### src/hdl/drive_io_pkg.sv
/*
 * Shared constants and types for the drive-side glue.
 * Imported by the interfaces and the RTL modules that need them.
 */

package drive_io_pkg;

	// ========================================================================
	// Sector buffer and image fields
	// ========================================================================

	// 512-byte sector buffer
	localparam int BUF_ADDR_W = 9;

	// Image type as reported to the controller
	localparam int FILE_TYPE_W = 2;

	// Slots 4 and 5 always report read-only, one bit per slot
	localparam logic [7:0] FORCED_RO_SLOTS = 8'b0011_0000;

	// ========================================================================
	// Mouse
	// ========================================================================

	// Signed delta and axis accumulator width
	localparam int MOUSE_DELTA_W = 9;

	// Controller data-out word, read as an LBA or as a buffer byte
	typedef union packed {
		logic [31:0] lba;
		struct packed {
			logic [23:0] unused;
			logic [7:0]  value;
		} data;
	} ctrl_data_t;

endpackage

### src/hdl/drive_io_intf.sv
/*
 * Interfaces between the RTL modules of the drive glue.
 * buf_port_if carries the controller side of the sector RAM,
 * mount_status_if carries the latched image mount fields.
 */

`timescale 1ns/1ps

interface buf_port_if;
	import drive_io_pkg::*;

	// Controller side of the sector RAM
	logic [BUF_ADDR_W-1:0] addr;
	logic [7:0]            wdata;
	logic                  we;
	// Registered read, valid one cycle after addr
	logic [7:0]            rdata;

	modport ctrl (
		output addr,
		output wdata,
		output we,
		input  rdata
	);

	modport ram (
		input  addr,
		input  wdata,
		input  we,
		output rdata
	);
endinterface

interface mount_status_if #(
	parameter int NUM_DRIVES = 8
);
	import drive_io_pkg::*;

	localparam int SLOT_W = $clog2(NUM_DRIVES);

	// Toggles on every new mount
	logic                   mounted;
	logic [SLOT_W-1:0]      slot;
	logic [FILE_TYPE_W-1:0] file_type;
	logic                   read_only;
	logic [31:0]            file_size;

	modport regs (
		output mounted,
		output slot,
		output file_type,
		output read_only,
		output file_size
	);

	modport ctrl (
		input mounted,
		input slot,
		input file_type,
		input read_only,
		input file_size
	);
endinterface

### src/hdl/block_request_ctrl.sv
/*
 * Bridge between the drive controller register ports and the host
 * sector interface. Handles LBA latching, the sector buffer pointer,
 * per-drive read and write requests and the io-done flag.
 */

`timescale 1ns/1ps

module block_request_ctrl #(
	parameter int NUM_DRIVES = 8
) (
	input  logic                      clk_sys,
	input  logic                      areset,
	input  logic [31:0]               ctrl_out2_i,
	input  drive_io_pkg::ctrl_data_t  ctrl_out3_i,
	input  logic [15:0]               ctrl_wr_i,
	input  logic [15:0]               ctrl_rd_i,
	input  logic [NUM_DRIVES-1:0]     sd_ack_i,
	output logic [31:0]               sd_lba_o,
	output logic [NUM_DRIVES-1:0]     sd_rd_o,
	output logic [NUM_DRIVES-1:0]     sd_wr_o,
	output logic [7:0]                ctrl_in2_o,
	output logic [31:0]               ctrl_in3_o,
	buf_port_if.ctrl                  buf_port,
	mount_status_if.ctrl              mount
);
	import drive_io_pkg::*;

	localparam int SLOT_W = $clog2(NUM_DRIVES);

	// ========================================================================
	// Controller register decode
	// ========================================================================

	logic              lba_sel;
	logic              block_rd;
	logic              block_wr;
	logic [SLOT_W-1:0] drv_num;
	logic              io_wr;
	logic              data_wr;
	logic              data_rd;

	assign lba_sel  = ctrl_out2_i[0];
	assign block_rd = ctrl_out2_i[1];
	assign block_wr = ctrl_out2_i[2];
	assign drv_num  = ctrl_out2_i[3 +: SLOT_W];
	assign io_wr    = ctrl_wr_i[5];
	assign data_wr  = ctrl_wr_i[6];
	assign data_rd  = ctrl_rd_i[2];

	logic [BUF_ADDR_W-1:0] ptr;
	logic                  buf_wr;
	logic                  wr_d1;
	logic                  wr_d2;
	logic                  wr_rise;
	logic                  rd_d1;
	logic                  blrd_d1;
	logic                  blwr_d1;
	logic                  ack_any;
	logic                  ack_d1;
	logic                  io_done;

	// Data-write strobe is seen through two flops
	assign wr_rise = wr_d1 && !wr_d2;
	assign ack_any = |sd_ack_i;

	always_ff @(posedge clk_sys) begin
		if (areset) begin
			ptr     <= '0;
			buf_wr  <= 1'b0;
			wr_d1   <= 1'b0;
			wr_d2   <= 1'b0;
			rd_d1   <= 1'b0;
			blrd_d1 <= 1'b0;
			blwr_d1 <= 1'b0;
			ack_d1  <= 1'b0;
			io_done <= 1'b1;
			sd_rd_o <= '0;
			sd_wr_o <= '0;
		end else begin
			// Pointer moves the edge after the byte is stored
			buf_wr <= 1'b0;
			if (buf_wr) begin
				ptr <= ptr + BUF_ADDR_W'(1);
			end

			wr_d1 <= data_wr;
			wr_d2 <= wr_d1;
			if (wr_rise && !lba_sel) begin
				buf_wr <= 1'b1;
			end

			// Read strobe advances on its falling edge
			rd_d1 <= data_rd;
			if (rd_d1 && !data_rd) begin
				ptr <= ptr + BUF_ADDR_W'(1);
			end

			if (io_wr) begin
				ptr <= '0;
			end

			blrd_d1 <= block_rd;
			if (block_rd && !blrd_d1) begin
				io_done          <= 1'b0;
				sd_rd_o[drv_num] <= 1'b1;
			end

			blwr_d1 <= block_wr;
			if (block_wr && !blwr_d1) begin
				io_done          <= 1'b0;
				sd_wr_o[drv_num] <= 1'b1;
			end

			// Host acknowledge drops every pending request
			if (ack_any) begin
				sd_rd_o <= '0;
				sd_wr_o <= '0;
			end

			ack_d1 <= ack_any;
			if (ack_d1 && !ack_any) begin
				io_done <= 1'b1;
			end
		end
	end

	always_ff @(posedge clk_sys) begin
		if (wr_rise && lba_sel) begin
			sd_lba_o <= ctrl_out3_i.lba;
		end
	end

	// ========================================================================
	// Buffer port and readback
	// ========================================================================

	assign buf_port.addr  = ptr;
	assign buf_port.wdata = ctrl_out3_i.data.value;
	assign buf_port.we    = buf_wr;

	assign ctrl_in2_o = {mount.read_only, mount.file_type, 3'(mount.slot), mount.mounted, io_done};
	assign ctrl_in3_o = lba_sel ? mount.file_size : {24'h000000, buf_port.rdata};

endmodule

### src/flat_wrapper.sv
// flat-port wrapper written by rule: the top's interface ports become plain ports
module block_request_ctrl_flat import drive_io_pkg::*;
#(
	parameter int NUM_DRIVES = 8
)
  (clk_sys, areset, ctrl_out2_i, ctrl_out3_i, ctrl_wr_i, ctrl_rd_i, sd_ack_i, sd_lba_o, sd_rd_o, sd_wr_o, ctrl_in2_o, ctrl_in3_o, buf_port_addr, buf_port_wdata, buf_port_we, buf_port_rdata, mount_mounted, mount_slot, mount_file_type, mount_read_only, mount_file_size);
  buf_port_if buf_port_i ();
  mount_status_if #(.NUM_DRIVES(NUM_DRIVES)) mount_i ();
  input  logic clk_sys;
  input  logic areset;
  input  logic [31:0] ctrl_out2_i;
  input  drive_io_pkg::ctrl_data_t ctrl_out3_i;
  input  logic [15:0] ctrl_wr_i;
  input  logic [15:0] ctrl_rd_i;
  input  logic [NUM_DRIVES-1:0] sd_ack_i;
  output logic [31:0] sd_lba_o;
  output logic [NUM_DRIVES-1:0] sd_rd_o;
  output logic [NUM_DRIVES-1:0] sd_wr_o;
  output logic [7:0] ctrl_in2_o;
  output logic [31:0] ctrl_in3_o;
  output wire logic [$bits(buf_port_i.addr)-1:0] buf_port_addr;
  output wire logic [$bits(buf_port_i.wdata)-1:0] buf_port_wdata;
  output wire logic [$bits(buf_port_i.we)-1:0] buf_port_we;
  input wire logic [$bits(buf_port_i.rdata)-1:0] buf_port_rdata;
  input wire logic [$bits(mount_i.mounted)-1:0] mount_mounted;
  input wire logic [$bits(mount_i.slot)-1:0] mount_slot;
  input wire logic [$bits(mount_i.file_type)-1:0] mount_file_type;
  input wire logic [$bits(mount_i.read_only)-1:0] mount_read_only;
  input wire logic [$bits(mount_i.file_size)-1:0] mount_file_size;
  assign buf_port_addr = buf_port_i.addr;
  assign buf_port_wdata = buf_port_i.wdata;
  assign buf_port_we = buf_port_i.we;
  assign buf_port_i.rdata = buf_port_rdata;
  assign mount_i.mounted = mount_mounted;
  assign mount_i.slot = mount_slot;
  assign mount_i.file_type = mount_file_type;
  assign mount_i.read_only = mount_read_only;
  assign mount_i.file_size = mount_file_size;
  block_request_ctrl #(.NUM_DRIVES(NUM_DRIVES)) u_core (.clk_sys(clk_sys), .areset(areset), .ctrl_out2_i(ctrl_out2_i), .ctrl_out3_i(ctrl_out3_i), .ctrl_wr_i(ctrl_wr_i), .ctrl_rd_i(ctrl_rd_i), .sd_ack_i(sd_ack_i), .sd_lba_o(sd_lba_o), .sd_rd_o(sd_rd_o), .sd_wr_o(sd_wr_o), .ctrl_in2_o(ctrl_in2_o), .ctrl_in3_o(ctrl_in3_o), .buf_port(buf_port_i), .mount(mount_i));
endmodule
### config.mk
export PLATFORM = sky130hd
export DESIGN_NAME = block_request_ctrl_flat
export DESIGN_NICKNAME = d
export VERILOG_FILES = /design/src/hdl/drive_io_pkg.sv /design/src/hdl/drive_io_intf.sv /design/src/hdl/block_request_ctrl.sv /design/src/flat_wrapper.sv
export SDC_FILE = /design/constraint.sdc
export NUM_CORES = 1
export LEC_CHECK = 0
export ABC_AREA = 0
export BUFFER_PORTS_ARGS = -buffer_cell sky130_fd_sc_hd__clkbuf_2
export CORE_AREA = 2 2 101 103
export CTS_CLUSTER_SIZE = 12
export DETAILED_ROUTE_END_ITERATION = 8
export DIE_AREA = 0 0 103 105
export GPL_TIMING_DRIVEN = 0
export PLACE_DENSITY = 0.7
export SLEW_MARGIN = 10
export SYNTH_ARGS = -nofsm -noshare
export SYNTH_HDL_FRONTEND = slang
export SYNTH_SLANG_ARGS = --single-unit
### constraint.sdc
create_clock -name clk_sys -period 1.87 [get_ports clk_sys]
set_input_delay 0.0935 -clock clk_sys [delete_from_list [all_inputs] [get_ports clk_sys]]
set_output_delay 0.0935 -clock clk_sys [all_outputs]
set_load 0.005 [all_outputs]
-- After elaboration in Yosys (flattened, before gate mapping)
Index checks and enable logic that the tools add are counted.
- input port bits: 153
- register bits after elaboration: 65
- reductions and logical operators: 20
- $lt $le $gt $ge: 2
- bitwise logic cells: 2
- add/sub/neg operators: 1
- multiplexer cells: 8
- operator list (operator ; count):
    $mux 32 ; 1
    $mux 9 ; 2
    $or 8x8->8 ; 2
    $add 9x1->9 const B ; 1
    $reduce_or 9->1 ; 1
    $logic_and 1x1->1 ; 8
    $reduce_or 8->1 ; 1
    $logic_not 1->1 ; 6
    $lt 3x4->1 const B ; 1
    $mux 1 ; 4
    $reduce_bool 2->1 ; 2
    $reduce_or 2->1 ; 2
    $demux 1 s3 ; 1
    $ge 3x1->1 const B ; 1

-- Logic depth before layout (Yosys ltp)
- depth after elaboration: 5
- mapped depth: 5
- depth with buffers taken out: 5

-- Worst setup path before layout
No wires, ideal clock.
- path type: input to register
- start: input port ctrl_out2_i[0]
- end: register u_core.sd_lba_o[0], enable pin
- data required time: 1.478 ns
- cell stages on the path: 3
- slack: -0.006 ns
- library setup time: 0.392 ns
- data arrival time: 1.484 ns
- cells stage by stage: clkbuf_1 > clkbuf_1 > and3b_1
- longest elaborated chain between the ends: 1
- RTL lines (what ; RTL line ; text):
    from (decl) ; flat_wrapper.sv:11 ; input logic [31:0] ctrl_out2_i;
    $logic_and 1x1->1 ; block_request_ctrl.sv:129 ; if (wr_rise && lba_sel) begin
    to (signal assigned) ; block_request_ctrl.sv:130 ; sd_lba_o <= ctrl_out3_i.lba;
    to (decl) ; block_request_ctrl.sv:19 ; output logic [31:0] sd_lba_o,
Every way passes these cells.
A chain may end at the register's enable or synchronous reset.

-- Worst setup path after layout
- start: input port ctrl_out2_i[0]
- end: register u_core.sd_lba_o[27], enable pin
The elaborated chain is that of the path after synthesis.

==> metrics.txt <==
run status complete, no violations; fin crit period 1.57 ns; slowest library cell on the worst path and3b_2; initial antenna violation count 0; Layout Utilization 44.1%; Cells after Synth 211; final hold vios 0; DRT Pass-1 Iters 4; RSZ-0062 raised after global routing no; post-CTS sizing 0; TritonCTS clock tree yes; worst slew pin tran 0.767 ns; number of remaining DRC errors 0; Final Net Count 606; Clock Latency Late Sink 0.34 ns; Die W 103 µm; Max Clk Rate 636 MHz; PD cells 725 nW/µm²; Core Area 9640 µm²; fin area 4250 µm²; Final GP Congestion 0.767; Critical R2R Launch u_core.wr_d2; # setup viols final 0; vias in the first global route 2,309; Post-DP Area 3690 µm²; Max Slew Vio Count 0; Synth Area per Inst 12.1 µm²; Ys Warns 0; TritonCTS Sinks 65; Leak 1.98 nW; VDD IR max 0.000405 V; DP Wirelength 5.53 mm; Yosys cell types 29; Critical Path Max Stage Delay 0.77 ns; CTS root buf clkbuf_8; Total Power 3.08 mW; Final Non-Filler Cells 590; 1st-iter DRT viols 41; largest family of logic cells by synthesized area simple AND/OR/NAND/NOR gates; clk slew on worst S/H paths 0.08 ns; slew margin rel. 48.8%; R2R Path End u_core.sd_lba_o[27]; CP arrival 1.53 ns; IO Port Bufs 194; FILL cells 955; hold bufs inserted after CTS 36; placed insts 538; routed length per instance 12.7 µm; min-delay src sd_ack_i[6]; largest net degree at the start of global routing 33; clock buffer depth 2; total track usage 13.3%; wirelength, routed 7.49 mm; row cnt 36; Vias 2,429; first-pass GRT wire length 11.1 mm; Tcrit/Tclk final 84.1%; reg2reg path depth 1; Tightest Hold Check Type in -> reg; H-tree levels 3; Setup TNS Final 0 ns; hold path depth 4; layout cells sized above 1 52.7%; I/O pin total 259; reg2reg setup slack 0.43 ns; GR Overflow Total 0; Max-Cap Viols 0; flip-flop and latch count after synthesis 65; Simple-Gate Fraction of Synth Area 16.1%; Routed Antenna Nets 0; TritonCTS Buffers 9; adder-cell share of the synthesized area 0.490%; Crit path depth 3; Critical Path End u_core.sd_lba_o[27]; CP Launch Type input pin; Setup Skew 0.0127 ns; Setup Crit Path Kind in -> reg; # diodes 0; XOR/XNOR share of the synthesized area 2.75%; CP Cell Sequence clkbuf_1, clkbuf_1, and3b_2; multiplexer share of the synthesized area 3.53%; Synthesized Nets 365; Netlist Area Pre-Place 2550 µm²; die area 10,800 µm²; # Post-CTS Setup Buffers 0; Worst Path Buf+Inv 2; register area share after synthesis 63.5%; Die Height 105 µm; initial cell density of the core 26.5%; Synth Area in Compound Gates 6.27%; CP dominant cell by count clkbuf_1; CP top delay family simple AND/OR/NAND/NOR gates; crit path from ctrl_out2_i[0]; area grow syn2layout 66.5%; CP Capture Type register; Critical Path RT 1.83 ns; crit path max fanout 32; vias per cell 4.12
==> synth_stat cells <==
cell / instances / area share (%)
dfxtp_1: 33 / 26
a21oi_1: 14 / 2.7
nor2b_1: 10 / 2.5
nor2_1: 27 / 4.0
a221o_1: 1 / 0.39
nand2_1: 1 / 0.15
edfxtp_1: 32 / 38
or2_2: 1 / 0.25
buf_8: 1 / 0.59
or4_4: 1 / 0.44
inv_1: 1 / 0.15
nor2_2: 1 / 0.25
clkdlybuf4s18_2: 1 / 0.39
clkbuf_1: 7 / 1.0
o21ai_0: 4 / 0.78
a31oi_1: 4 / 0.98
and3_1: 4 / 0.98
and2_1: 25 / 6.1
ha_1: 1 / 0.49
o2111ai_1: 4 / 1.4
buf_6: 1 / 0.44
nor4b_1: 1 / 0.34
or4_1: 1 / 0.29
or3_1: 1 / 0.25
xor2_1: 8 / 2.7
and3b_1: 1 / 0.34
mux2_2: 8 / 3.5
buf_4: 16 / 4.7
nor3b_1: 1 / 0.29
==> per-layer routing <==
layer  wire (µm)  vias to the layer above  GRT usage, %
met4         114                        0          5.64
met3         591                       13          3.48
met5           0                        -             0
li1            -                     1197             -
met2        3830                      124          23.2
met1        2950                     1095          14.9
==> cells by family after synthesis <==
group	Yosys count
buffers and inverters	27
muxes	8
AOI/OAI and AO/OA	27
DFF	65
and+or+nand+nor	75
adders and majority gates	1
xor gates and xnor gates	8
==> layout by cell type, fill, tap and decap left out, drive strengths merged, types with 8 or more instances in the layout <==
cell type / count
a21oi: 14
dlygate4sd3: 36
and2: 25
dfxtp: 33
clkbuf: 211
buf: 18
xor2: 8
edfxtp: 32
nor2b: 10
mux2: 8
nor2: 28
==> worst min-delay path: stages <==
cell      delay, ns
clkbuf_2       0.07
or4_4          0.10
nor2_1         0.04
nor2_1         0.07
==> flip-flops by register name (all words and copies together), names as in the netlist <==
signal,cells
u_core.ack_d1,1
u_core.buf_port.addr,9
u_core.sd_wr_o,8
u_core.sd_rd_o,8
u_core.sd_lba_o,32
u_core.buf_port.we,1
u_core.wr_d2,1
u_core.io_done,1
u_core.rd_d1,1
u_core.blwr_d1,1
u_core.blrd_d1,1
u_core.wr_d1,1
==> layout make-up <==
cell class / instances / area (µm²) / area share, %
sequential: 65 / 1620 / 38.2
tap: 133 / 166 / 3.92
clock buffer: 10 / 149 / 3.50
buffer: 26 / 183 / 4.30
clock inverter: 6 / 48.8 / 1.15
multi-input combinational: 119 / 746 / 17.6
inverter: 1 / 3.75 / 0.0883
timing repair buffer: 230 / 1330 / 31.3
==> where the power goes <==
group	total (mW)	switching, mW	internal (mW)
Clock	1.17	0.598	0.576
Sequential	1.53	0.00947	1.52
Combinational	0.374	0.145	0.229
==> through the flow <==
step | worst slack (ns) | hold WS, ns
4_1_cts | 0.262 | 0.0685
3_5_place_dp | -0.0941 | 0.272
2_1_floorplan | 0.321 | 0.192
5_1_grt | 0.161 | 0.0860
6_report | 0.298 | 0.0830
3_3_place_gp | -0.0455 | 0.272
==> worst min path at each step <==
stage	endpoint	slack, ns
2_1_floorplan	u_core.sd_lba_o[0]	0.19
3_3_place_gp	u_core.sd_lba_o[27]	0.27
3_5_place_dp	u_core.sd_lba_o[9]	0.27
4_1_cts	u_core.ack_d1	0.07
5_1_grt	u_core.ack_d1	0.09
6_report	u_core.ack_d1	0.08
Note: power is estimated with default switching activity, not from simulation.
