## config.mk

```make
export PLATFORM = sky130hd
export DESIGN_NAME = image_mount_regs_flat
export DESIGN_NICKNAME = d
export VERILOG_FILES = /design/src/hdl/drive_io_pkg.sv /design/src/hdl/drive_io_intf.sv /design/src/hdl/image_mount_regs.sv /design/src/flat_wrapper.sv
export SDC_FILE = /design/constraint.sdc
export NUM_CORES = 1
export LEC_CHECK = 0
export ABC_CLOCK_PERIOD_IN_PS = 2400
export BUFFER_PORTS_ARGS = -buffer_cell sky130_fd_sc_hd__buf_4
export CAP_MARGIN = 20
export CORE_MARGIN = 5
export CORE_UTILIZATION = 41
export CTS_CLUSTER_DIAMETER = 120
export DETAILED_ROUTE_END_ITERATION = 8
export PLACE_DENSITY_LB_ADDON = 0.15
export RECOVER_POWER = 25
export SETUP_SLACK_MARGIN = 0.3
export SLEW_MARGIN = 20
export SYNTH_ARGS = -nofsm -noshare
export SYNTH_HDL_FRONTEND = slang
export SYNTH_SLANG_ARGS = --single-unit
```

## constraint.sdc

```tcl
create_clock -name clk_sys -period 2.4 [get_ports clk_sys]
set_clock_uncertainty 0.05 [all_clocks]
set_input_delay 0.24 -clock clk_sys [delete_from_list [all_inputs] [get_ports clk_sys]]
set_output_delay 0.24 -clock clk_sys [all_outputs]
set_load 0.05 [all_outputs]
```

## src/hdl/drive_io_pkg.sv

```systemverilog
/*
 * Shared constants and types for the drive-side glue.
 * Imported by the interfaces and the RTL modules that need them.
 */

package drive_io_pkg;

	// ========================================================================
	// Sector buffer and image fields
	// ========================================================================

	// 512-byte sector buffer
	localparam int BUF_ADDR_W = 9;

	// Image type as reported to the controller
	localparam int FILE_TYPE_W = 2;

	// Slots 4 and 5 always report read-only, one bit per slot
	localparam logic [7:0] FORCED_RO_SLOTS = 8'b0011_0000;

	// ========================================================================
	// Mouse
	// ========================================================================

	// Signed delta and axis accumulator width
	localparam int MOUSE_DELTA_W = 9;

	// Controller data-out word, read as an LBA or as a buffer byte
	typedef union packed {
		logic [31:0] lba;
		struct packed {
			logic [23:0] unused;
			logic [7:0]  value;
		} data;
	} ctrl_data_t;

endpackage

```

## src/hdl/drive_io_intf.sv

```systemverilog
/*
 * Interfaces between the RTL modules of the drive glue.
 * buf_port_if carries the controller side of the sector RAM,
 * mount_status_if carries the latched image mount fields.
 */


interface mount_status_if #(
	parameter int NUM_DRIVES = 8
);
	import drive_io_pkg::*;

	localparam int SLOT_W = $clog2(NUM_DRIVES);

	// Toggles on every new mount
	logic                   mounted;
	logic [SLOT_W-1:0]      slot;
	logic [FILE_TYPE_W-1:0] file_type;
	logic                   read_only;
	logic [31:0]            file_size;

	modport regs (
		output mounted,
		output slot,
		output file_type,
		output read_only,
		output file_size
	);

	modport ctrl (
		input mounted,
		input slot,
		input file_type,
		input read_only,
		input file_size
	);
endinterface

```

## src/hdl/image_mount_regs.sv

```systemverilog
/*
 * Latches the fields of a freshly mounted disk image.
 * A rising edge on any img_mounted_i bit captures slot, type, size and
 * read-only state, and toggles the mounted flag seen by the controller.
 */

`timescale 1ns/1ps

module image_mount_regs #(
	parameter int NUM_DRIVES = 8
) (
	input  logic                               clk_sys,
	input  logic                               areset,
	input  logic [NUM_DRIVES-1:0]              img_mounted_i,
	input  logic                               img_readonly_i,
	input  logic [31:0]                        img_size_i,
	input  logic [drive_io_pkg::FILE_TYPE_W-1:0] img_type_i,
	mount_status_if.regs                       mount
);
	import drive_io_pkg::*;

	localparam int SLOT_W = $clog2(NUM_DRIVES);

	logic              mnt_any;
	logic              mnt_d1;
	logic              mnt_rise;
	logic [SLOT_W-1:0] slot_next;
	logic              forced_ro;

	assign mnt_any  = |img_mounted_i;
	assign mnt_rise = mnt_any && !mnt_d1;

	// Highest set bit wins when several slots report at once
	always_comb begin
		slot_next = '0;
		for (int i = 0; i < NUM_DRIVES; i++) begin
			if (img_mounted_i[i]) begin
				slot_next = SLOT_W'(i);
			end
		end
	end

	assign forced_ro = FORCED_RO_SLOTS[3'(slot_next)];

	always_ff @(posedge clk_sys) begin
		if (areset) begin
			mnt_d1        <= 1'b0;
			mount.mounted <= 1'b0;
		end else begin
			mnt_d1 <= mnt_any;
			if (mnt_rise) begin
				mount.mounted <= !mount.mounted;
			end
		end
	end

	// Mount fields, valid once mounted has toggled
	always_ff @(posedge clk_sys) begin
		if (mnt_rise) begin
			mount.slot      <= slot_next;
			mount.file_type <= img_type_i;
			mount.read_only <= img_readonly_i | forced_ro;
			mount.file_size <= img_size_i;
		end
	end

endmodule

```

## src/flat_wrapper.sv

```systemverilog
// flat-port wrapper written by rule: the top's interface ports become plain ports
module image_mount_regs_flat import drive_io_pkg::*;
#(
	parameter int NUM_DRIVES = 8
)
  (clk_sys, areset, img_mounted_i, img_readonly_i, img_size_i, img_type_i, mount_mounted, mount_slot, mount_file_type, mount_read_only, mount_file_size);
  mount_status_if #(.NUM_DRIVES(NUM_DRIVES)) mount_i ();
  input  logic clk_sys;
  input  logic areset;
  input  logic [NUM_DRIVES-1:0] img_mounted_i;
  input  logic img_readonly_i;
  input  logic [31:0] img_size_i;
  input  logic [drive_io_pkg::FILE_TYPE_W-1:0] img_type_i;
  output wire logic [$bits(mount_i.mounted)-1:0] mount_mounted;
  output wire logic [$bits(mount_i.slot)-1:0] mount_slot;
  output wire logic [$bits(mount_i.file_type)-1:0] mount_file_type;
  output wire logic [$bits(mount_i.read_only)-1:0] mount_read_only;
  output wire logic [$bits(mount_i.file_size)-1:0] mount_file_size;
  assign mount_mounted = mount_i.mounted;
  assign mount_slot = mount_i.slot;
  assign mount_file_type = mount_i.file_type;
  assign mount_read_only = mount_i.read_only;
  assign mount_file_size = mount_i.file_size;
  image_mount_regs #(.NUM_DRIVES(NUM_DRIVES)) u_core (.clk_sys(clk_sys), .areset(areset), .img_mounted_i(img_mounted_i), .img_readonly_i(img_readonly_i), .img_size_i(img_size_i), .img_type_i(img_type_i), .mount(mount_i));
endmodule
```

==> After elaboration in Yosys (flattened, before gate mapping) <==
Memories as Yosys holds them, arrays and structs flattened.
Index checks and enable logic that the tools add are counted.
{ "totals": {"ff_bits": 40, "latchBits": 0, "ram_bits": 0, "romBits": 8, "out_inout_bits": 39, "wordCells": 21, "n_memories": 1} }
{ "op_classes": {"addsub": 0, "n_mul": 0, "div_mod_pow": 0, "n_lt_le_gt_ge": 1, "eq_ne": 0, "shifts": 0, "muxes": 8, "bitwise": 1, "n_reduce_logical": 4} }
{ "mem_list": {"columns": ["name", "words", "width", "read_ports", "rd_clocked_by_memory_dff", "write_ports", "line_no", "text"], "rows": [
  ["(name not given)", 8, 1, 1, 0, 0, "image_mount_regs.sv:43", "assign forced_ro = FORCED_RO_SLOTS[3'(slot_next)];"]
]} }
{ "ops": {"columns": ["op", "n"], "rows": [
  ["2-to-1 mux 3 bit", 4],
  ["OR reduction 8 bit", 1],
  ["< comparator 3 x 4 -> 1 bit, second input constant", 1],
  ["2-to-1 mux 2 bit", 2],
  ["zero test 1 bit", 2],
  ["2-to-1 mux 1 bit", 2],
  ["logical AND 1 bit", 1],
  ["OR 1 bit", 1]
]} }

==> Logic depth before layout (Yosys ltp) <==
Gate-level depths: netlist (run 1).
{ "depth": {"ltp_word": 10, "mapped_depth": 4, "depth_no_buf": 4} }

==> Least setup slack after synthesis (run 1) <==
Ideal clock, no wire load.
{ "synth_path": {"kind": "in2reg", "start": "input img_mounted_i[2]", "end": "register u_core.mount.file_size[0], enable pin", "setup_time_ns": 0.410, "arrival_time_ns": 1.453, "slack_ns": 0.487, "stages": 2, "path_buffers": 0, "path_cell_list": "nor4_4 a21oi_2"} }
{ "synth_via": {"elab_chain_cells": 2} }
{ "synth_rtl": {"columns": ["item", "line_no", "text"], "rows": [
  ["start, declared", "flat_wrapper.sv:10", "input logic [NUM_DRIVES-1:0] img_mounted_i;"],
  ["OR reduction 8 bit", "image_mount_regs.sv:30", "assign mnt_any = |img_mounted_i;"],
  ["logical AND 1 bit", "image_mount_regs.sv:31", "assign mnt_rise = mnt_any && !mnt_d1;"],
  ["named net u_core.mnt_rise", "image_mount_regs.sv:26", "logic mnt_rise;"],
  ["end signal, assigned", "image_mount_regs.sv:63", "mount.file_size <= img_size_i;"],
  ["end, declared", "drive_io_intf.sv:27", "output file_size"]
]} }
The timed path passes the listed nets, and every way through them passes these cells.
A chain may end at the register's enable or synchronous reset.

==> Final worst setup path (run 1) <==
{ "layout_path": {"start": "input img_mounted_i[7]", "end": "register u_core.mount.file_size[29], enable pin"} }
Same word-level chain as after synthesis.

==> impl_metrics.ini, run 1 <==
[global_routing]
grt_pass1_wl_um = 3970
grt_pass1_vias = 846
grt_overflow = 0
grt_max_degree = 26
track_usage_pct = 13.2
antenna_found_initial = 0

[clock_tree]
cts.sinks = 40
cts_resized = 0
cts_tree = built
cts_root_buf = clkbuf_4
cts_setup_buffers = 0
htreeDepth = 2
cts_made_buffers = 5
clock_path_buffers = 2
clkTransAtPathRegs_ps = 100
clk_latency_ps = 330

[drt]
ant_nets = 0
via_per_inst = 4.20
dr.pass1.iters = 4
vias = 957
wl_um = 3150
drcViolationCount = 0
wl_per_cell_um = 13.8
first_iter_violations = 37

[synth]
yosysMostFrequentCell = edfxtp_1
synth-edff-count = 38
synth.distinct_cells = 14
synthArstFlopShare_pct = 0
synth.area.top_cells = edfxtp_1 (88%), dfxtp_1 (3.1%), nor4_4 (1.6%)
synth_nets = 102
ys_warn_count = 0
synth_top_cell_by_area = edfxtp_1
synth.avg_cell_area_sq_um = 22.7
synth_commonest_cells = edfxtp_1 (38), nor2_1 (4), a21oi_1 (2), dfxtp_1 (2), nand2b_1 (2)
synth_seq_cells = 40
seq_area_frac_synth_pct = 91.1
synthesis.area_sq_um = 1300
synth_cells = 57
ys.flop_type = edfxtp_1
synth_top_area_share_pct = 88.0

[power_and_ir_drop]
ir_drop_mv = 0.403
power.density_nw_per_um2 = 606
switching_power_w = 0.000389
p_clk_share_pct = 21.1
p_leak_nw = 0.989
power_frac_comb_pct = 21.8
intPower_w = 0.00105
p_seq_share_pct = 57.1
switching_share_pct = 27.1

[floorplan]
start_util_pct = 42.5
placementRows = 20
ios = 84
chipHeight_um = 66.2
core-area_sq_um = 3050
die_x_um = 66.2
die-area_sq_um = 4390

[critical_path]
end_kind = register
cp.arrival_ps = 1430
critPathRequiredTime_ps = 2420
cp_max_fo = 25
crit-reg2reg-launch = u_core.mnt_d1
start_kind = input pin
rr_worst_depth = 2
critical_path_class = input pin to register
rrSetupSlack_ps = 1240
r2r_end = u_core.mount.file_size[29]

[flow_run]
drv_cap = 0

[min_path]
hold_path_startpoint = img_size_i[26]
holdPathEnd = u_core.mount.file_size[26]
hold_path_depth = 1
hold_class = input pin to register

[place]
portBuffers = 83
post_dp_cell_area_sq_um = 2000
place.gp.congestion = 0.671
dp_hpwl_um = 2220

[sta]
rsz0062_at_grt = false
maxSlewViolCount = 0
post-route-min-period_ps = 1410
maxSlewHeadroom_pct = 46.2
max_freq_mhz = 708
finalHoldViolCount = 0
post-route-period-util_pct = 58.9
tightest_slew_ps = 800
setup_viol = 0
setup_tns_ps = 0

[finish]
fillers = 199
fin_area_sq_um = 2370
nets = 228
syn_to_final_growth_pct = 82.5
multiInputGateArea_sq_um = 104
n_antenna_cell = 0
final_util_pct = 77.5
seq_area_sq_um = 1180
drive_gt1_share_pct = 50.0

[run_status]
status = complete, no violations
-- critical path, cell delays in order --
cell and delay (ps):
clkbuf_1 100, nor4_1 710, a21oi_4 100, buf_4 270
-- power by group through the flow --
stage / sequential, W / clock (W) / combinational [W]
after global placement: 0.000834 / 0 / 0.000271
after CTS: 0.000820 / 0.000324 / 0.000277
final: 0.000819 / 0.000303 / 0.000312
after detailed placement: 0.000836 / 0 / 0.000276
after floorplan: 0.000966 / 0 / 0.0000204
after global routing: 0.000824 / 0.000348 / 0.000327
-- cell type report --
type                            instances  area share (%)
Timing Repair Buffer                  119            41.0
Tap cell                               44            2.33
Multi-Input combinational cell         16            4.39
Inverter                                1           0.159
Clock inverter                          3           0.582
Clock buffer                            5            1.59
Sequential cell                        40            49.9
-- cells in the final DEF, fill, tap and decap left out, drive strengths merged --
| cell type | netlist | final |
|---|---|---|
| dlygate4sd3 | 0 | 34 |
| inv | 1 | 1 |
| nor2b | 1 | 1 |
| o21ai | 1 | 1 |
| clkinv | 0 | 3 |
| a21oi | 3 | 3 |
| clkbuf | 0 | 32 |
| nand2 | 1 | 1 |
| nor2 | 4 | 4 |
| xnor2 | 1 | 1 |
| dfxtp | 2 | 2 |
| buf | 0 | 58 |
| o21bai | 1 | 1 |
| nand2b | 2 | 2 |
| edfxtp | 38 | 38 |
| nor4 | 2 | 2 |
-- metal layers --
| layer | track usage (%) | vias to the layer above | wire (um) |
|---|---|---|---|
| li1 | - | 471 | - |
| met5 | 0 | - | 0 |
| met1 | 12.0 | 436 | 978 |
| met4 | 6.09 | 0 | 38 |
| met3 | 6.63 | 4 | 256 |
| met2 | 24.2 | 46 | 1870 |
-- timing repair --
item                                    in CTS  in global routing
hold buffers                                 1                 33
endpoints found under the hold margin        2                 33
endpoints found under the setup margin       0                  0
-- how the worst max path moves through the flow --
stage / start / to / slack [ps]
6_report: img_mounted_i[7] / u_core.mount.file_size[29] / 990
5_1_grt: img_mounted_i[7] / u_core.mount.slot[0] / 920
4_1_cts: u_core.mount.file_size[26] / mount_file_size[26] / 1140
3_5_place_dp: img_mounted_i[1] / u_core.mount.mounted / 910
3_3_place_gp: img_mounted_i[1] / u_core.mount.file_size[14] / 960
2_1_floorplan: img_mounted_i[2] / u_core.mount.file_size[0] / 490
-- state kept, by name, summed over array words and instances (netlist names) --
name / cells
u_core.mnt_d1: 1
u_core.mount.file_size: 32
u_core.mount.file_type: 2
u_core.mount.mounted: 1
u_core.mount.read_only: 1
u_core.mount.slot: 3
-- cells by family after synthesis --
| group | count (synthesis) | share of synthesized area, % |
|---|---|---|
| compound gates | 5 | 2.41 |
| xor+xnor | 1 | 0.676 |
| flops | 40 | 91.1 |
| buf+inv | 1 | 0.289 |
| simple gates | 10 | 5.50 |
-- metrics by stage --
stage / setup slack [ps] / power (W) / hold WS, ps / std cells
final: 987 / 0.00143 / 65.7 / 228
after global routing: 918 / 0.00150 / 44.0 / 228
after CTS: 1140 / 0.00142 / 1.05 / 195
after detailed placement: 915 / 0.00111 / 355 / 186
after global placement: 962 / 0.00110 / 361 / 186
after floorplan: 487 / 0.000986 / 259 / 57
Note: power is estimated with default switching activity, not from simulation.
==> run 2, diff against run 1 <==
--- a/config.mk
+++ b/config.mk
@@ -5,11 +5,11 @@
 export SDC_FILE = /design/constraint.sdc
 export NUM_CORES = 1
 export LEC_CHECK = 0
-export ABC_CLOCK_PERIOD_IN_PS = 2400
+export ABC_CLOCK_PERIOD_IN_PS = 1270
 export BUFFER_PORTS_ARGS = -buffer_cell sky130_fd_sc_hd__buf_4
 export CAP_MARGIN = 20
 export CORE_MARGIN = 5
-export CORE_UTILIZATION = 41
+export CORE_UTILIZATION = 37
 export CTS_CLUSTER_DIAMETER = 120
 export DETAILED_ROUTE_END_ITERATION = 8
 export PLACE_DENSITY_LB_ADDON = 0.15
==> constraint.sdc (replaced) <==
create_clock -name clk_sys -period 1.27 [get_ports clk_sys]
set_clock_uncertainty 0.05 [all_clocks]
set_input_delay 0.127 -clock clk_sys [delete_from_list [all_inputs] [get_ports clk_sys]]
set_output_delay 0.127 -clock clk_sys [all_outputs]
set_load 0.05 [all_outputs]
==> run 2 against run 1 <==
Worst setup slack got worse by 860 ps; cell count up 7.0%; clock-buffer cell count grew 2; total power grew 100%; global-route usage rose by 1.8 points; largest cell class is now buffers.
==> impl_metrics.ini, run 2 (synthesis results as in run 1) <==
[place]
post_dp_cell_area_sq_um = 2050
place.gp.congestion = 0.714
portBuffers = 83

[clock_tree]
htreeDepth = 2
cts_made_buffers = 5
cts.sinks = 40
cts_tree = built
clk_latency_ps = 330
clkTransAtPathRegs_ps = 100
cts_root_buf = clkbuf_4
clock_path_buffers = 2

[min_path]
hold_path_startpoint = img_mounted_i[5]
hold_class = input pin to register

[floorplan]
ios = 84
die-area_sq_um = 4790
core-area_sq_um = 3360
chipHeight_um = 69.2
die_x_um = 69.2
start_util_pct = 38.5
placementRows = 21

[finish]
top_register = u_core.mount.file_size
drive_gt1_share_pct = 53.5
n_antenna_cell = 0
nets = 242
final_util_pct = 81.7
syn_to_final_growth_pct = 112
final_cell_mix = buf_6 (42), edfxtp_1 (38), dlygate4sd3_1 (36)
fin_area_sq_um = 2750
largest_reg_flops = 32
top_regs = u_core.mount.file_size: 32 flops, u_core.mount.slot: 3 flops, u_core.mount.file_type: 2 flops
final_common_cell = buf_6
fillers = 195

[drt]
wl_um = 3480
drcViolationCount = 0
via_per_inst = 4.24
dr.pass1.iters = 3
first_iter_violations = 44
wl_per_cell_um = 14.3
vias = 1034
ant_nets = 0

[critical_path]
r2r_end = u_core.mount.file_size[13]
rrSetupSlack_ps = 130
cp.arrival_ps = 1160
cpLargestDelayFamily = flip-flops
critPathSlowestCell = dfxtp_2
critPathRequiredTime_ps = 1290
crit_end = u_core.mount.file_size[13]
slowest_delay_ps = 340
start_kind = register
crit_buf_inv = 2
crit-reg2reg-launch = u_core.mnt_d1
cp_cell_sequence = a21oi_4, buf_6, clkbuf_16
cp_max_fo = 5
end_kind = register
critical_path_class = register to register
cp.depth = 3
startpoint = u_core.mnt_d1
rr_worst_depth = 3

[global_routing]
grtUsageMet2_pct = 28.0
antenna_found_initial = 0
use_met1_pct = 13.9
grt_util_met3_pct = 6.38
top_usage_layer = met2
grt_pass1_vias = 1073
grt_pass1_wl_um = 5380
track_usage_pct = 15.0
grt_overflow = 0
grt_max_degree = 20

[sta]
rsz0062_at_grt = true
post-route-min-period_ps = 1140
maxSlewHeadroom_pct = 79.4
setup_viol = 0
post-route-period-util_pct = 90.0
hold_ws_ps = 25.1
max_freq_mhz = 875
finalHoldViolCount = 0
maxSlewViolCount = 0
tightest_slew_ps = 307

[power_and_ir_drop]
p_total_w = 0.00287
power.density_nw_per_um2 = 1040
ir_drop_mv = 0.674
p_leak_nw = 1.14

[run_status]
status = complete, no violations

[flow_run]
drv_cap = 0
## run 2: cell types whose count changed in the layout (fill, tap and decap cells not counted), moves of 2 or more
cell | before | now
buf_12 | 0 | 2
dlygate4sd3_1 | 34 | 36
dfxtp_1 | 2 | 0
clkbuf_16 | 0 | 2
buf_4 | 58 | 20
buf_6 | 0 | 42
clkbuf_1 | 2 | 5
## run 2: worst min path at each step
stage                     slack [ps]                    to  cells after the start
final                             30  u_core.mount.slot[2]                      3
after detailed placement         240         u_core.mnt_d1                      2
after floorplan                  140         u_core.mnt_d1                      1
after CTS                          8  u_core.mount.slot[2]                      3
after global placement           240         u_core.mnt_d1                      2
after global routing              20  u_core.mount.slot[2]                      3
## run 2: layout make-up
class | instances | area (sq um) | area share (%)
multi-input combinational | 16 | 126 | 4.60
tap | 46 | 57.6 | 2.10
clock inverter | 1 | 5.00 | 0.182
clock buffer | 7 | 45.0 | 1.64
sequential | 40 | 1190 | 43.2
inverter | 1 | 3.75 | 0.137
timing repair buffer | 133 | 1320 | 48.2
## run 2: report_power, final
| part | switching (W) | internal, W |
|---|---|---|
| clock | 0.000372 | 0.000216 |
| combinational | 0.000365 | 0.000352 |
| sequential | 0.0000347 | 0.00153 |
| total | 0.000771 | 0.00210 |
## run 2: per-stage QoR
stage / TNS [ps] / instances / setup slack, ps
floorplan: -6330 / 57 / -163
global placement: 0 / 191 / 53.5
detailed placement: 0 / 191 / 38.9
CTS: 0 / 240 / 150
global route: 0 / 244 / 100
finish: 0 / 244 / 127
## run 2: repair_timing
item	4_1_cts	5_1_grt
hold buffers	36	0
gates cloned	1	3
buffers inserted	4	1
endpoints found under the setup margin	77	78
endpoints found under the hold margin	37	0
gates resized for setup	43	4
## run 2: worst min-delay path: cells and delay by family
family | cells | cell delay [ps]
buffers and inverters | 1 | 100
and+or+nand+nor | 2 | 90
## run 2: layer usage
metal | wire, um | up-vias
met3 | 276 | 7
li1 | - | 500
met4 | 69 | 0
met1 | 1130 | 480
met2 | 2010 | 47
met5 | 0 | -
