--- src/hdl/drive_io_pkg.sv ---
/*
 * Shared constants and types for the drive-side glue.
 * Imported by the interfaces and the RTL modules that need them.
 */

package drive_io_pkg;

	// ========================================================================
	// Sector buffer and image fields
	// ========================================================================

	// 512-byte sector buffer
	localparam int BUF_ADDR_W = 9;

	// Image type as reported to the controller
	localparam int FILE_TYPE_W = 2;

	// Slots 4 and 5 always report read-only, one bit per slot
	localparam logic [7:0] FORCED_RO_SLOTS = 8'b0011_0000;

	// ========================================================================
	// Mouse
	// ========================================================================

	// Signed delta and axis accumulator width
	localparam int MOUSE_DELTA_W = 9;

	// Controller data-out word, read as an LBA or as a buffer byte
	typedef union packed {
		logic [31:0] lba;
		struct packed {
			logic [23:0] unused;
			logic [7:0]  value;
		} data;
	} ctrl_data_t;

endpackage

--- src/hdl/mouse_axis_emu.sv ---
/*
 * PS/2 mouse to paddle emulation.
 * Mouse reports build up two clamped analog axes; any stick movement or
 * a CPU halt hands the axes back to the real analog stick.
 */

`timescale 1ns/1ps

module mouse_axis_emu #(
	parameter int MOUSE_STEP_MAX = 10
) (
	input  logic        clk_sys,
	input  logic        areset,
	input  logic [24:0] ps2_mouse_i,
	input  logic [15:0] joya_i,
	input  logic [1:0]  joy_btn_i,
	input  logic        invert_y_i,
	input  logic        cpu_halt_i,
	output logic [7:0]  axis_x_o,
	output logic [7:0]  axis_y_o,
	output logic [1:0]  fire_o
);
	import drive_io_pkg::*;

	localparam logic signed [MOUSE_DELTA_W-1:0] STEP_POS = MOUSE_DELTA_W'(MOUSE_STEP_MAX);
	localparam logic signed [MOUSE_DELTA_W-1:0] STEP_NEG = -STEP_POS;
	localparam logic signed [MOUSE_DELTA_W-1:0] AXIS_MAX = MOUSE_DELTA_W'(127);
	localparam logic signed [MOUSE_DELTA_W-1:0] AXIS_MIN = -MOUSE_DELTA_W'(128);

	logic                             mouse_on;
	logic                             stb_d1;
	logic signed [MOUSE_DELTA_W-1:0]  mx;
	logic signed [MOUSE_DELTA_W-1:0]  my;
	logic signed [MOUSE_DELTA_W-1:0]  dx;
	logic signed [MOUSE_DELTA_W-1:0]  dy;
	logic signed [MOUSE_DELTA_W-1:0]  dx_clamp;
	logic signed [MOUSE_DELTA_W-1:0]  dy_clamp;
	logic signed [MOUSE_DELTA_W-1:0]  mx_next;
	logic signed [MOUSE_DELTA_W-1:0]  my_next;

	// Delta is sign bit plus the upper seven bits, so half speed
	assign dx = {ps2_mouse_i[4], ps2_mouse_i[4], ps2_mouse_i[15:9]};
	assign dy = {ps2_mouse_i[5], ps2_mouse_i[5], ps2_mouse_i[23:17]};

	assign dx_clamp = (dx > STEP_POS) ? STEP_POS : (dx < STEP_NEG) ? STEP_NEG : dx;
	assign dy_clamp = (dy > STEP_POS) ? STEP_POS : (dy < STEP_NEG) ? STEP_NEG : dy;

	assign mx_next = mx + dx_clamp;
	assign my_next = invert_y_i ? (my - dy_clamp) : (my + dy_clamp);

	always_ff @(posedge clk_sys) begin
		if (areset) begin
			stb_d1   <= 1'b0;
			mouse_on <= 1'b0;
			mx       <= '0;
			my       <= '0;
		end else begin
			stb_d1 <= ps2_mouse_i[24];
			// New report whenever the strobe bit flips
			if (stb_d1 != ps2_mouse_i[24]) begin
				mouse_on <= 1'b1;
				mx <= (mx_next < AXIS_MIN) ? AXIS_MIN : (mx_next > AXIS_MAX) ? AXIS_MAX : mx_next;
				my <= (my_next < AXIS_MIN) ? AXIS_MIN : (my_next > AXIS_MAX) ? AXIS_MAX : my_next;
			end

			// Real stick or halted CPU takes over
			if ((|joya_i) || cpu_halt_i) begin
				mouse_on <= 1'b0;
				mx       <= '0;
				my       <= '0;
			end
		end
	end

	assign axis_x_o = mouse_on ? mx[7:0] : joya_i[7:0];
	assign axis_y_o = mouse_on ? my[7:0] : joya_i[15:8];
	assign fire_o   = mouse_on ? ps2_mouse_i[1:0] : joy_btn_i;

endmodule

--- config.mk ---
export PLATFORM = sky130hd
export DESIGN_NAME = mouse_axis_emu
export DESIGN_NICKNAME = d
export VERILOG_FILES = /design/src/hdl/drive_io_pkg.sv /design/src/hdl/mouse_axis_emu.sv
export SDC_FILE = /design/constraint.sdc
export NUM_CORES = 1
export LEC_CHECK = 0
export BUFFER_PORTS_ARGS = -buffer_cell sky130_fd_sc_hd__buf_2
export CORE_UTILIZATION = 57
export CTS_CLUSTER_SIZE = 25
export DETAILED_ROUTE_END_ITERATION = 16
export HOLD_SLACK_MARGIN = 0.06
export PLACE_DENSITY = 0.87
export REMOVE_ABC_BUFFERS = 1
export SLEW_MARGIN = 5
export SYNTH_ARGS = -nofsm -noshare
export SYNTH_HDL_FRONTEND = slang
export SYNTH_SLANG_ARGS = --single-unit
--- constraint.sdc ---
create_clock -name clk_sys -period 8.8 [get_ports clk_sys]
set_clock_uncertainty 0.05 [all_clocks]
set_input_delay 0.88 -clock clk_sys [delete_from_list [all_inputs] [get_ports clk_sys]]
set_output_delay 0.88 -clock clk_sys [all_outputs]
set_load 0.05 [all_outputs]
# After elaboration in Yosys (flattened, before gate mapping)
# Cells that the tools add are included.
# word_totals
ff_bits	20
in_bits	47
out_inout_bits	18
elab_cells	31
# classes
addsub	3
order_cmp	8
n_eq_ne	1
mux	12
n_reduce_logical	3
# op_table
operator	n
$mux 9	9
$add 9x9->9	2
$gt 9x8->1 const B	2
$lt 9x8->1 const B	2
$gt 8x5->1 const B	2
$lt 8x5->1 const B	2
$mux 8	2
$reduce_or 16->1	1
$sub 9x9->9	1
$mux 2	1
$reduce_or 2->1	1
$logic_or 1x1->1	1
$ne 1x1->1	1

# Depth between registers and ports, before layout
# Gate-level depths: netlist of the first run.
# depth
ltp_word	8
depth_mapped	18
depth_no_buf	17

# Worst setup path after synthesis of the first run
# OpenSTA, ideal clock, no wires.
# synth_path
path_kind	input port to flip-flop
start	in ps2_mouse_i[22]
end	reg my[5]
setup_time_ns	0.091
arrival_ns	4.485
required_ns	8.659
slack_ns	4.174
cell_stages	17
cell_sequence	nand4_1 > or2_2 > ha_1 > clkbuf_1 > nor3_1 > ha_1 > nor4b_4 > a21oi_1 > o311ai_0 > ha_1 > a21o_1 > a2111oi_0 > mux2i_1 > nand2_1 > clkbuf_1 > o21ai_0 > a311oi_1
# synth_via
elab_chain_len	8
# synth_lines
element	line_no	text
from (decl)	mouse_axis_emu.sv:14	input logic [24:0] ps2_mouse_i,
$lt 8x5->1	mouse_axis_emu.sv:46	assign dy_clamp = (dy > STEP_POS) ? STEP_POS : (dy < STEP_NEG) ? STEP_NEG : dy;
$mux 9	mouse_axis_emu.sv:46	
$mux 9 *	mouse_axis_emu.sv:46	
$add 9x9->9 / $sub 9x9->9 (equally long branches)	mouse_axis_emu.sv:49	assign my_next = invert_y_i ? (my - dy_clamp) : (my + dy_clamp);
$mux 9 *	mouse_axis_emu.sv:49	
$gt 9x8->1	mouse_axis_emu.sv:63	my <= (my_next < AXIS_MIN) ? AXIS_MIN : (my_next > AXIS_MAX) ? AXIS_MAX : my_next;
$mux 9	mouse_axis_emu.sv:63	
$mux 9 *	mouse_axis_emu.sv:63	
to (signal assigned)	mouse_axis_emu.sv:63	
to (decl)	mouse_axis_emu.sv:33	logic signed [MOUSE_DELTA_W-1:0] my;
# Every way passes the cells marked *; elsewhere a longest branch is shown, timed or not.
# A chain may end at the register's enable or synchronous reset.

# Worst setup path in the final report of the first run
# layout_path
start	in ps2_mouse_i[21]
end	reg my[1]
# Same word-level chain as after synthesis.

==> results.tsv, run 1 <==
stage	metric	value	unit
run_status	status	complete, no violations	
yosys	Post-synth EDFFs	0	
critical_path	launch point of the worst reg-to-reg path	mx[0]$_SDFFE_PP0P_	
die	Die W	63.3	microns
yosys	Synth top area share	18.7	%
yosys	Area contributors post-synth	dfxtp_1, ha_1, mux2_2	
final_layout	Ant. Diodes	0	
critical_path	Top delay family on crit path	simple AND/OR/NAND/NOR gates	
power_and_ir_drop	switch share	36.0	%
yosys	post-synthesis mux area share	10.4	%
final_layout	fin nets	405	
clocking	Setup Buffers After CTS	0	
clocking	H-tree depth	1	
timing	unrepaired setup endpoints after global routing	false	
routing	via total after detailed routing	2260	
timing	Tightest Pin Transition	1170	ps
clocking	clock buffer depth	2	
yosys	Cell variety after synth	46	
clocking	Clock Sinks	20	
global_routing	initial antenna violation count	0	
yosys	Mapped Cells	283	
yosys	area share of fa/ha/maj cells after synthesis	13.0	%
global_routing	largest net degree at the start of global routing	20	
die	FP Rows	21	
timing	Final setup viols	0	
routing	antenna violation net count after detailed routing	0	
yosys	largest family of logic cells by synthesized area	compound AO/OA/AOI/OAI gates	
power_and_ir_drop	Max VDD drop	92.1	uV
clocking	Clock transition at path regs	70	ps
final_layout	most common cell after layout, fill and taps aside	buf_2	
final_layout	share of layout cells above drive strength 1	25.6	%
die	chip height	63.3	microns
timing	Final period util	57.7	%
timing	maximum clock frequency	197	MHz
place	Placer Congestion	0.877	
min_path	worst min-delay path startpoint	my[8]$_SDFFE_PP0P_	
routing	number of detailed-route iterations in the first pass	4	
critical_path	most used cell, CP	ha_1	
power_and_ir_drop	internal cell power	0.000168	W
routing	drt drc	0	
routing	Routed wire per std cell	13.5	microns
clocking	CTS Buf Count	3	
global_routing	first-pass GRT wire length	8880	microns
min_path	Min-Delay Path Class	reg2reg	
global_routing	GRT Total Usage	27.0	%
final_layout	most frequent cells in the layout	buf_2, a21oi_1, nor2_1	
critical_path	Reg2Reg Depth	9	
critical_path	R2R Setup Slk	6130	ps
timing	final max-slew violation count	0	
final_layout	Area Overhead vs Synth	17.3	%
yosys	Synth Area in Simple Gates	21.2	%
yosys	area leader, netlist	dfxtp_1	
critical_path	Worst EP arrival	5160	ps
clocking	# hold bufs at CTS	0	
min_path	cell depth of the worst hold path	2	
critical_path	slowest stage delay, CP	500	ps
clocking	Clock Latency Late Sink	260	ps
routing	initial drt markers	127	
clocking	root buffer selected by CTS	clkbuf_8	
power_and_ir_drop	Pwr Density	104	mW/mm^2
place	I/O Buffers	58	
critical_path	crit end category	flop	
yosys	Synth Area in Compound Gates	26.0	%
clocking	cts repair resizes	0	
critical_path	crit path max fanout	13	
critical_path	WS Path Type	in2reg	
power_and_ir_drop	combinational share of power	38.8	%
yosys	synthesized-area fraction occupied by xor and xnor cells	7.30	%
power_and_ir_drop	Lkg Pwr	1.09	nW
yosys	Post-Syn Area	0.00214	sq mm
yosys	ys async rst share	0	%
yosys	Yosys reg bits	20	
yosys	mean area per synthesized cell	7.57	sq um
power_and_ir_drop	sw power	0.0000946	W
global_routing	GR Overflow Total	0	
critical_path	worst flop-to-flop path endpoint	mx[3]$_SDFFE_PP0P_	
critical_path	Bufs and invs on worst path	1	
yosys	Most used DFF post-synth	dfxtp_1	
critical_path	crit-path cells	buf_2 -> nand4_1 -> or2_2 -> ha_1 -> nor3_1 -> ha_1 -> nor4b_4 -> a21oi_1 -> o311ai_0 -> ha_1 -> a21o_1 -> a21o_1 -> a221oi_1 -> nand2_1 -> and2_1 -> o211ai_1 -> a21oi_1	
timing	TNS Setup	0	ps
place	hpwl dp	4060	microns
critical_path	Setup crit start kind	input pin	
routing	Vias/cell	5.92	
clocking	CTS tree	built	
timing	final hold violation count	0	
yosys	synth warn	0	
critical_path	Crit path required time	8880	ps
global_routing	number of global-route vias before repair	2052	
critical_path	slowest cell on the critical path	o311ai_0	
yosys	sequential area share after synthesis	18.7	%
final_layout	FILL cells	301	
final_layout	Finished Core Util	72.5	%
timing	Slew headroom	21.8	%
die	Core Region	0.00347	sq mm
die	Starting Density	61.8	%
die	I/O Pins	65	
power_and_ir_drop	Seq pwr share	34.6	%
min_path	Min-Delay Endpoint	my[8]$_SDFFE_PP0P_	
flow_run	max_cap viols	0	
power_and_ir_drop	clock share of power	26.6	%
timing	Period minus WS final	5080	ps
routing	DRT Wirelength	5160	microns
die	full die area	0.00401	sq mm
-- tightest hold or removal path: cells and delay by family (launching register included) --
family           cells  cell delay, ps
AND/OR/NAND/NOR      1              50
AO/OA/AOI/OAI        1              50
flip-flops           1             320
-- metal layers --
layer  track usage, %  share of wire, %
met4             4.83              0.79
met2             45.3                46
met1             36.2                46
met3             4.53               6.6
met5                0                 0
-- power by group through the flow --
stage                logic, W  registers [W]  clock network, W
floorplan           0.0000712      0.0000930                 0
global placement    0.0000973      0.0000930                 0
detailed placement   0.000100      0.0000930                 0
CTS                  0.000101      0.0000909         0.0000712
global route         0.000113      0.0000909         0.0000749
finish               0.000102      0.0000909         0.0000698
-- cell families after synthesis --
family,count (synthesis)
fa+ha+maj,21
simple gates,90
xor+xnor,17
compound gates,96
flops,20
mux,20
buf+inv,19
-- sequential cells by signal, indices dropped and copies added (netlist names) --
name / flops
mouse_on: 1
mx: 9
my: 9
stb_d1: 1
-- metrics by stage --
stage               std cells  worst slack, ps  hold WS (ps)  area (sq um)  total power, W
finish                    382             3720           423          2510        0.000262
floorplan                 273             4320           391          2100        0.000164
global placement          378             3740           408          2460        0.000190
global route              382             3200           439          2510        0.000279
detailed placement        378             3630           413          2460        0.000193
CTS                       382             3810           423          2510        0.000263
-- final cells by class --
type / instances / area (sq um) / share of cell area [%]
Sequential cell: 20 / 400 / 15.9
Multi-Input combinational cell: 244 / 1670 / 66.4
Tap cell: 46 / 57.6 / 2.29
Inverter: 9 / 33.8 / 1.34
Clock buffer: 4 / 55.1 / 2.19
Timing Repair Buffer: 59 / 298 / 11.8
-- how the worst max path moves through the flow --
stage	from	to	slack (ps)	depth (start not counted)
finish	ps2_mouse_i[21]	my[1]$_SDFFE_PP0P_	3720	17
global route	ps2_mouse_i[21]	my[1]$_SDFFE_PP0P_	3200	17
CTS	ps2_mouse_i[21]	my[1]$_SDFFE_PP0P_	3810	17
detailed placement	ps2_mouse_i[21]	my[1]$_SDFFE_PP0P_	3630	17
global placement	ps2_mouse_i[21]	my[5]$_SDFFE_PP0P_	3740	17
floorplan	ps2_mouse_i[22]	my[1]$_SDFFE_PP0P_	4320	16
-- Yosys cell counts (3+ instances only) --
| master | instances |
|---|---|
| a21oi_1 | 39 |
| nor2_1 | 35 |
| o21ai_0 | 28 |
| dfxtp_1 | 20 |
| ha_1 | 19 |
| mux2_2 | 18 |
| nand2_1 | 16 |
| xnor2_1 | 11 |
| clkbuf_1 | 9 |
| inv_1 | 9 |
| a211oi_1 | 7 |
| a21o_1 | 5 |
| nor3_1 | 5 |
| xor2_1 | 5 |
| nor2b_1 | 4 |
| nor4_1 | 4 |
| or3_1 | 4 |
| and2_1 | 3 |
| nand2b_1 | 3 |
| o211ai_1 | 3 |
| or4_1 | 3 |
No activity file was read; power rests on OpenSTA's default activity.
==> run 2, diff against run 1 <==
--- a/config.mk
+++ b/config.mk
@@ -6,11 +6,11 @@
 export NUM_CORES = 1
 export LEC_CHECK = 0
 export BUFFER_PORTS_ARGS = -buffer_cell sky130_fd_sc_hd__buf_2
-export CORE_UTILIZATION = 57
+export CORE_UTILIZATION = 52
 export CTS_CLUSTER_SIZE = 25
 export DETAILED_ROUTE_END_ITERATION = 16
 export HOLD_SLACK_MARGIN = 0.06
-export PLACE_DENSITY = 0.87
+export PLACE_DENSITY = 0.81
 export REMOVE_ABC_BUFFERS = 1
 export SLEW_MARGIN = 5
 export SYNTH_ARGS = -nofsm -noshare
==> constraint.sdc (replaced) <==
create_clock -name clk_sys -period 4.85 [get_ports clk_sys]
set_clock_uncertainty 0.05 [all_clocks]
set_input_delay 0.485 -clock clk_sys [delete_from_list [all_inputs] [get_ports clk_sys]]
set_output_delay 0.485 -clock clk_sys [all_outputs]
set_load 0.05 [all_outputs]
==> run 2 against run 1 <==
- flip-flop and latch count is the same
- critical path depth stayed put
- combinational power up 83%
- routed wire length grew 3.5%
- global-route usage shrank 0.83 points
- first-iteration DRC count rose by 13%
- die area up 9.3%
- non-clock buffer count rose by 3
- setup slack lost 3300 ps
- core utilization fell by 6.0 points
- largest cell class unchanged
- highest routed layer unchanged
==> results.tsv, run 2 (synthesis results as in run 1) <==
stage	metric	value	unit
run_status	status	complete, no violations	
global_routing	first-pass GRT wire length	9000	microns
die	Die W	66.2	microns
final_layout	Finished Core Util	66.5	%
clocking	CTS Buf Count	3	
critical_path	crit path max fanout	8	
power_and_ir_drop	Pwr Density	181	mW/mm^2
routing	via total after detailed routing	2266	
routing	drt drc	0	
clocking	cts repair resizes	0	
global_routing	number of global-route vias before repair	2067	
timing	Final period util	90.6	%
critical_path	slowest stage delay, CP	400	ps
timing	Slew headroom	25.9	%
clocking	Clock Sinks	20	
power_and_ir_drop	Max VDD drop	198	uV
final_layout	most frequent cells in the layout	buf_2, a21oi_1, nor2_1	
routing	DRT Wirelength	5350	microns
critical_path	crit end category	flop	
global_routing	largest net degree at the start of global routing	20	
routing	antenna violation net count after detailed routing	0	
die	Core Region	0.00380	sq mm
critical_path	most used cell, CP	ha_1	
global_routing	GR Overflow Total	0	
clocking	CTS tree	built	
timing	Tightest Pin Transition	1110	ps
final_layout	Largest regs	mx x9, my x9	
timing	TNS Setup	0	ps
routing	initial drt markers	144	
critical_path	Setup crit start kind	input pin	
critical_path	WS Path Type	in2reg	
timing	final max-slew violation count	0	
clocking	Clock Latency Late Sink	260	ps
routing	number of detailed-route iterations in the first pass	4	
timing	final hold violation count	0	
timing	Period minus WS final	4390	ps
clocking	Clock transition at path regs	70	ps
place	dpl cells	383	
routing	Routed wire per std cell	13.8	microns
timing	Final setup viols	0	
critical_path	Worst EP arrival	4510	ps
clocking	# hold bufs at CTS	0	
power_and_ir_drop	Lkg Pwr	1.10	nW
clocking	clock buffer depth	2	
clocking	Setup Buffers After CTS	0	
final_layout	Area Overhead vs Synth	17.9	%
critical_path	Crit path required time	4970	ps
final_layout	most common cell after layout, fill and taps aside	buf_2	
flow_run	max_cap viols	0	
final_layout	share of layout cells above drive strength 1	26.0	%
critical_path	slowest cell on the critical path	o311ai_0	
place	Placer Congestion	0.920	
die	chip height	66.2	microns
clocking	H-tree depth	1	
min_path	Min-Delay Path Class	in2reg	
place	I/O Buffers	58	
die	FP Rows	22	
timing	unrepaired setup endpoints after global routing	false	
place	hpwl dp	4260	microns
final_layout	Ant. Diodes	0	
clocking	root buffer selected by CTS	clkbuf_8	
global_routing	GRT Total Usage	26.1	%
die	Starting Density	56.4	%
routing	Vias/cell	5.87	
die	full die area	0.00438	sq mm
critical_path	crit-path cells	buf_2 -> nand4_1 -> or2_2 -> ha_1 -> nor3_1 -> ha_1 -> nor4b_4 -> a21oi_1 -> o311ai_0 -> ha_1 -> a21o_1 -> a21o_1 -> nor2_1 -> o21ai_0 -> xnor2_2 -> o21ai_0 -> a211oi_1	
timing	maximum clock frequency	228	MHz
final_layout	fin cells	386	
global_routing	initial antenna violation count	0	
final_layout	fin nets	408	
die	I/O Pins	65	
-- run 2: stage by stage --
step / worst slack [ps] / hold slack [ps] / total power, W / area [sq um]
after detailed placement: 217 / 410 / 0.000353 / 2480
final: 456 / 353 / 0.000458 / 2530
after global placement: 353 / 410 / 0.000348 / 2480
after CTS: 473 / 351 / 0.000459 / 2530
after floorplan: 763 / 391 / 0.000298 / 2100
after global routing: 61.3 / 350 / 0.000486 / 2530
-- run 2: layout make-up --
cell class | count | area [sq um]
Clock buffer | 3 | 41.3
Multi-Input combinational cell | 244 | 1670
Inverter | 9 | 33.8
Sequential cell | 20 | 400
Timing Repair Buffer | 62 | 320
Fill cell | 346 | 1270
Tap cell | 48 | 60.1
-- run 2: final timing paths --
kind	from	endpoint	slack (ps)	cells past startpoint
min	areset	stb_d1$_SDFF_PP0_	350	2
min reg2reg	mx[8]$_SDFFE_PP0P_	mx[8]$_SDFFE_PP0P_	410	2
max	ps2_mouse_i[21]	my[4]$_SDFFE_PP0P_	460	17
max reg2reg	mx[0]$_SDFFE_PP0P_	mx[3]$_SDFFE_PP0P_	2160	9
-- run 2: power breakdown --
part / leakage, nW / switching (W) / internal (W)
Combinational: 0.915 / 0.000117 / 0.0000695
Sequential: 0.161 / 0.000000362 / 0.000165
Clock: 0.0216 / 0.0000513 / 0.0000553
-- run 2: layer usage --
| metal | wire length (microns) | track usage, % |
|---|---|---|
| met1 | 2610 | 36.1 |
| met2 | 2470 | 43.6 |
| met3 | 257 | 3.79 |
| met4 | 6 | 3.72 |
| met5 | 0 | 0 |
-- run 2: critical path, delay by kind of cell --
kind	cells	cell delay, ps
buf+inv	1	140
simple gates	5	1090
xor+xnor	1	380
fa+ha+maj	3	960
compound gates	7	1450
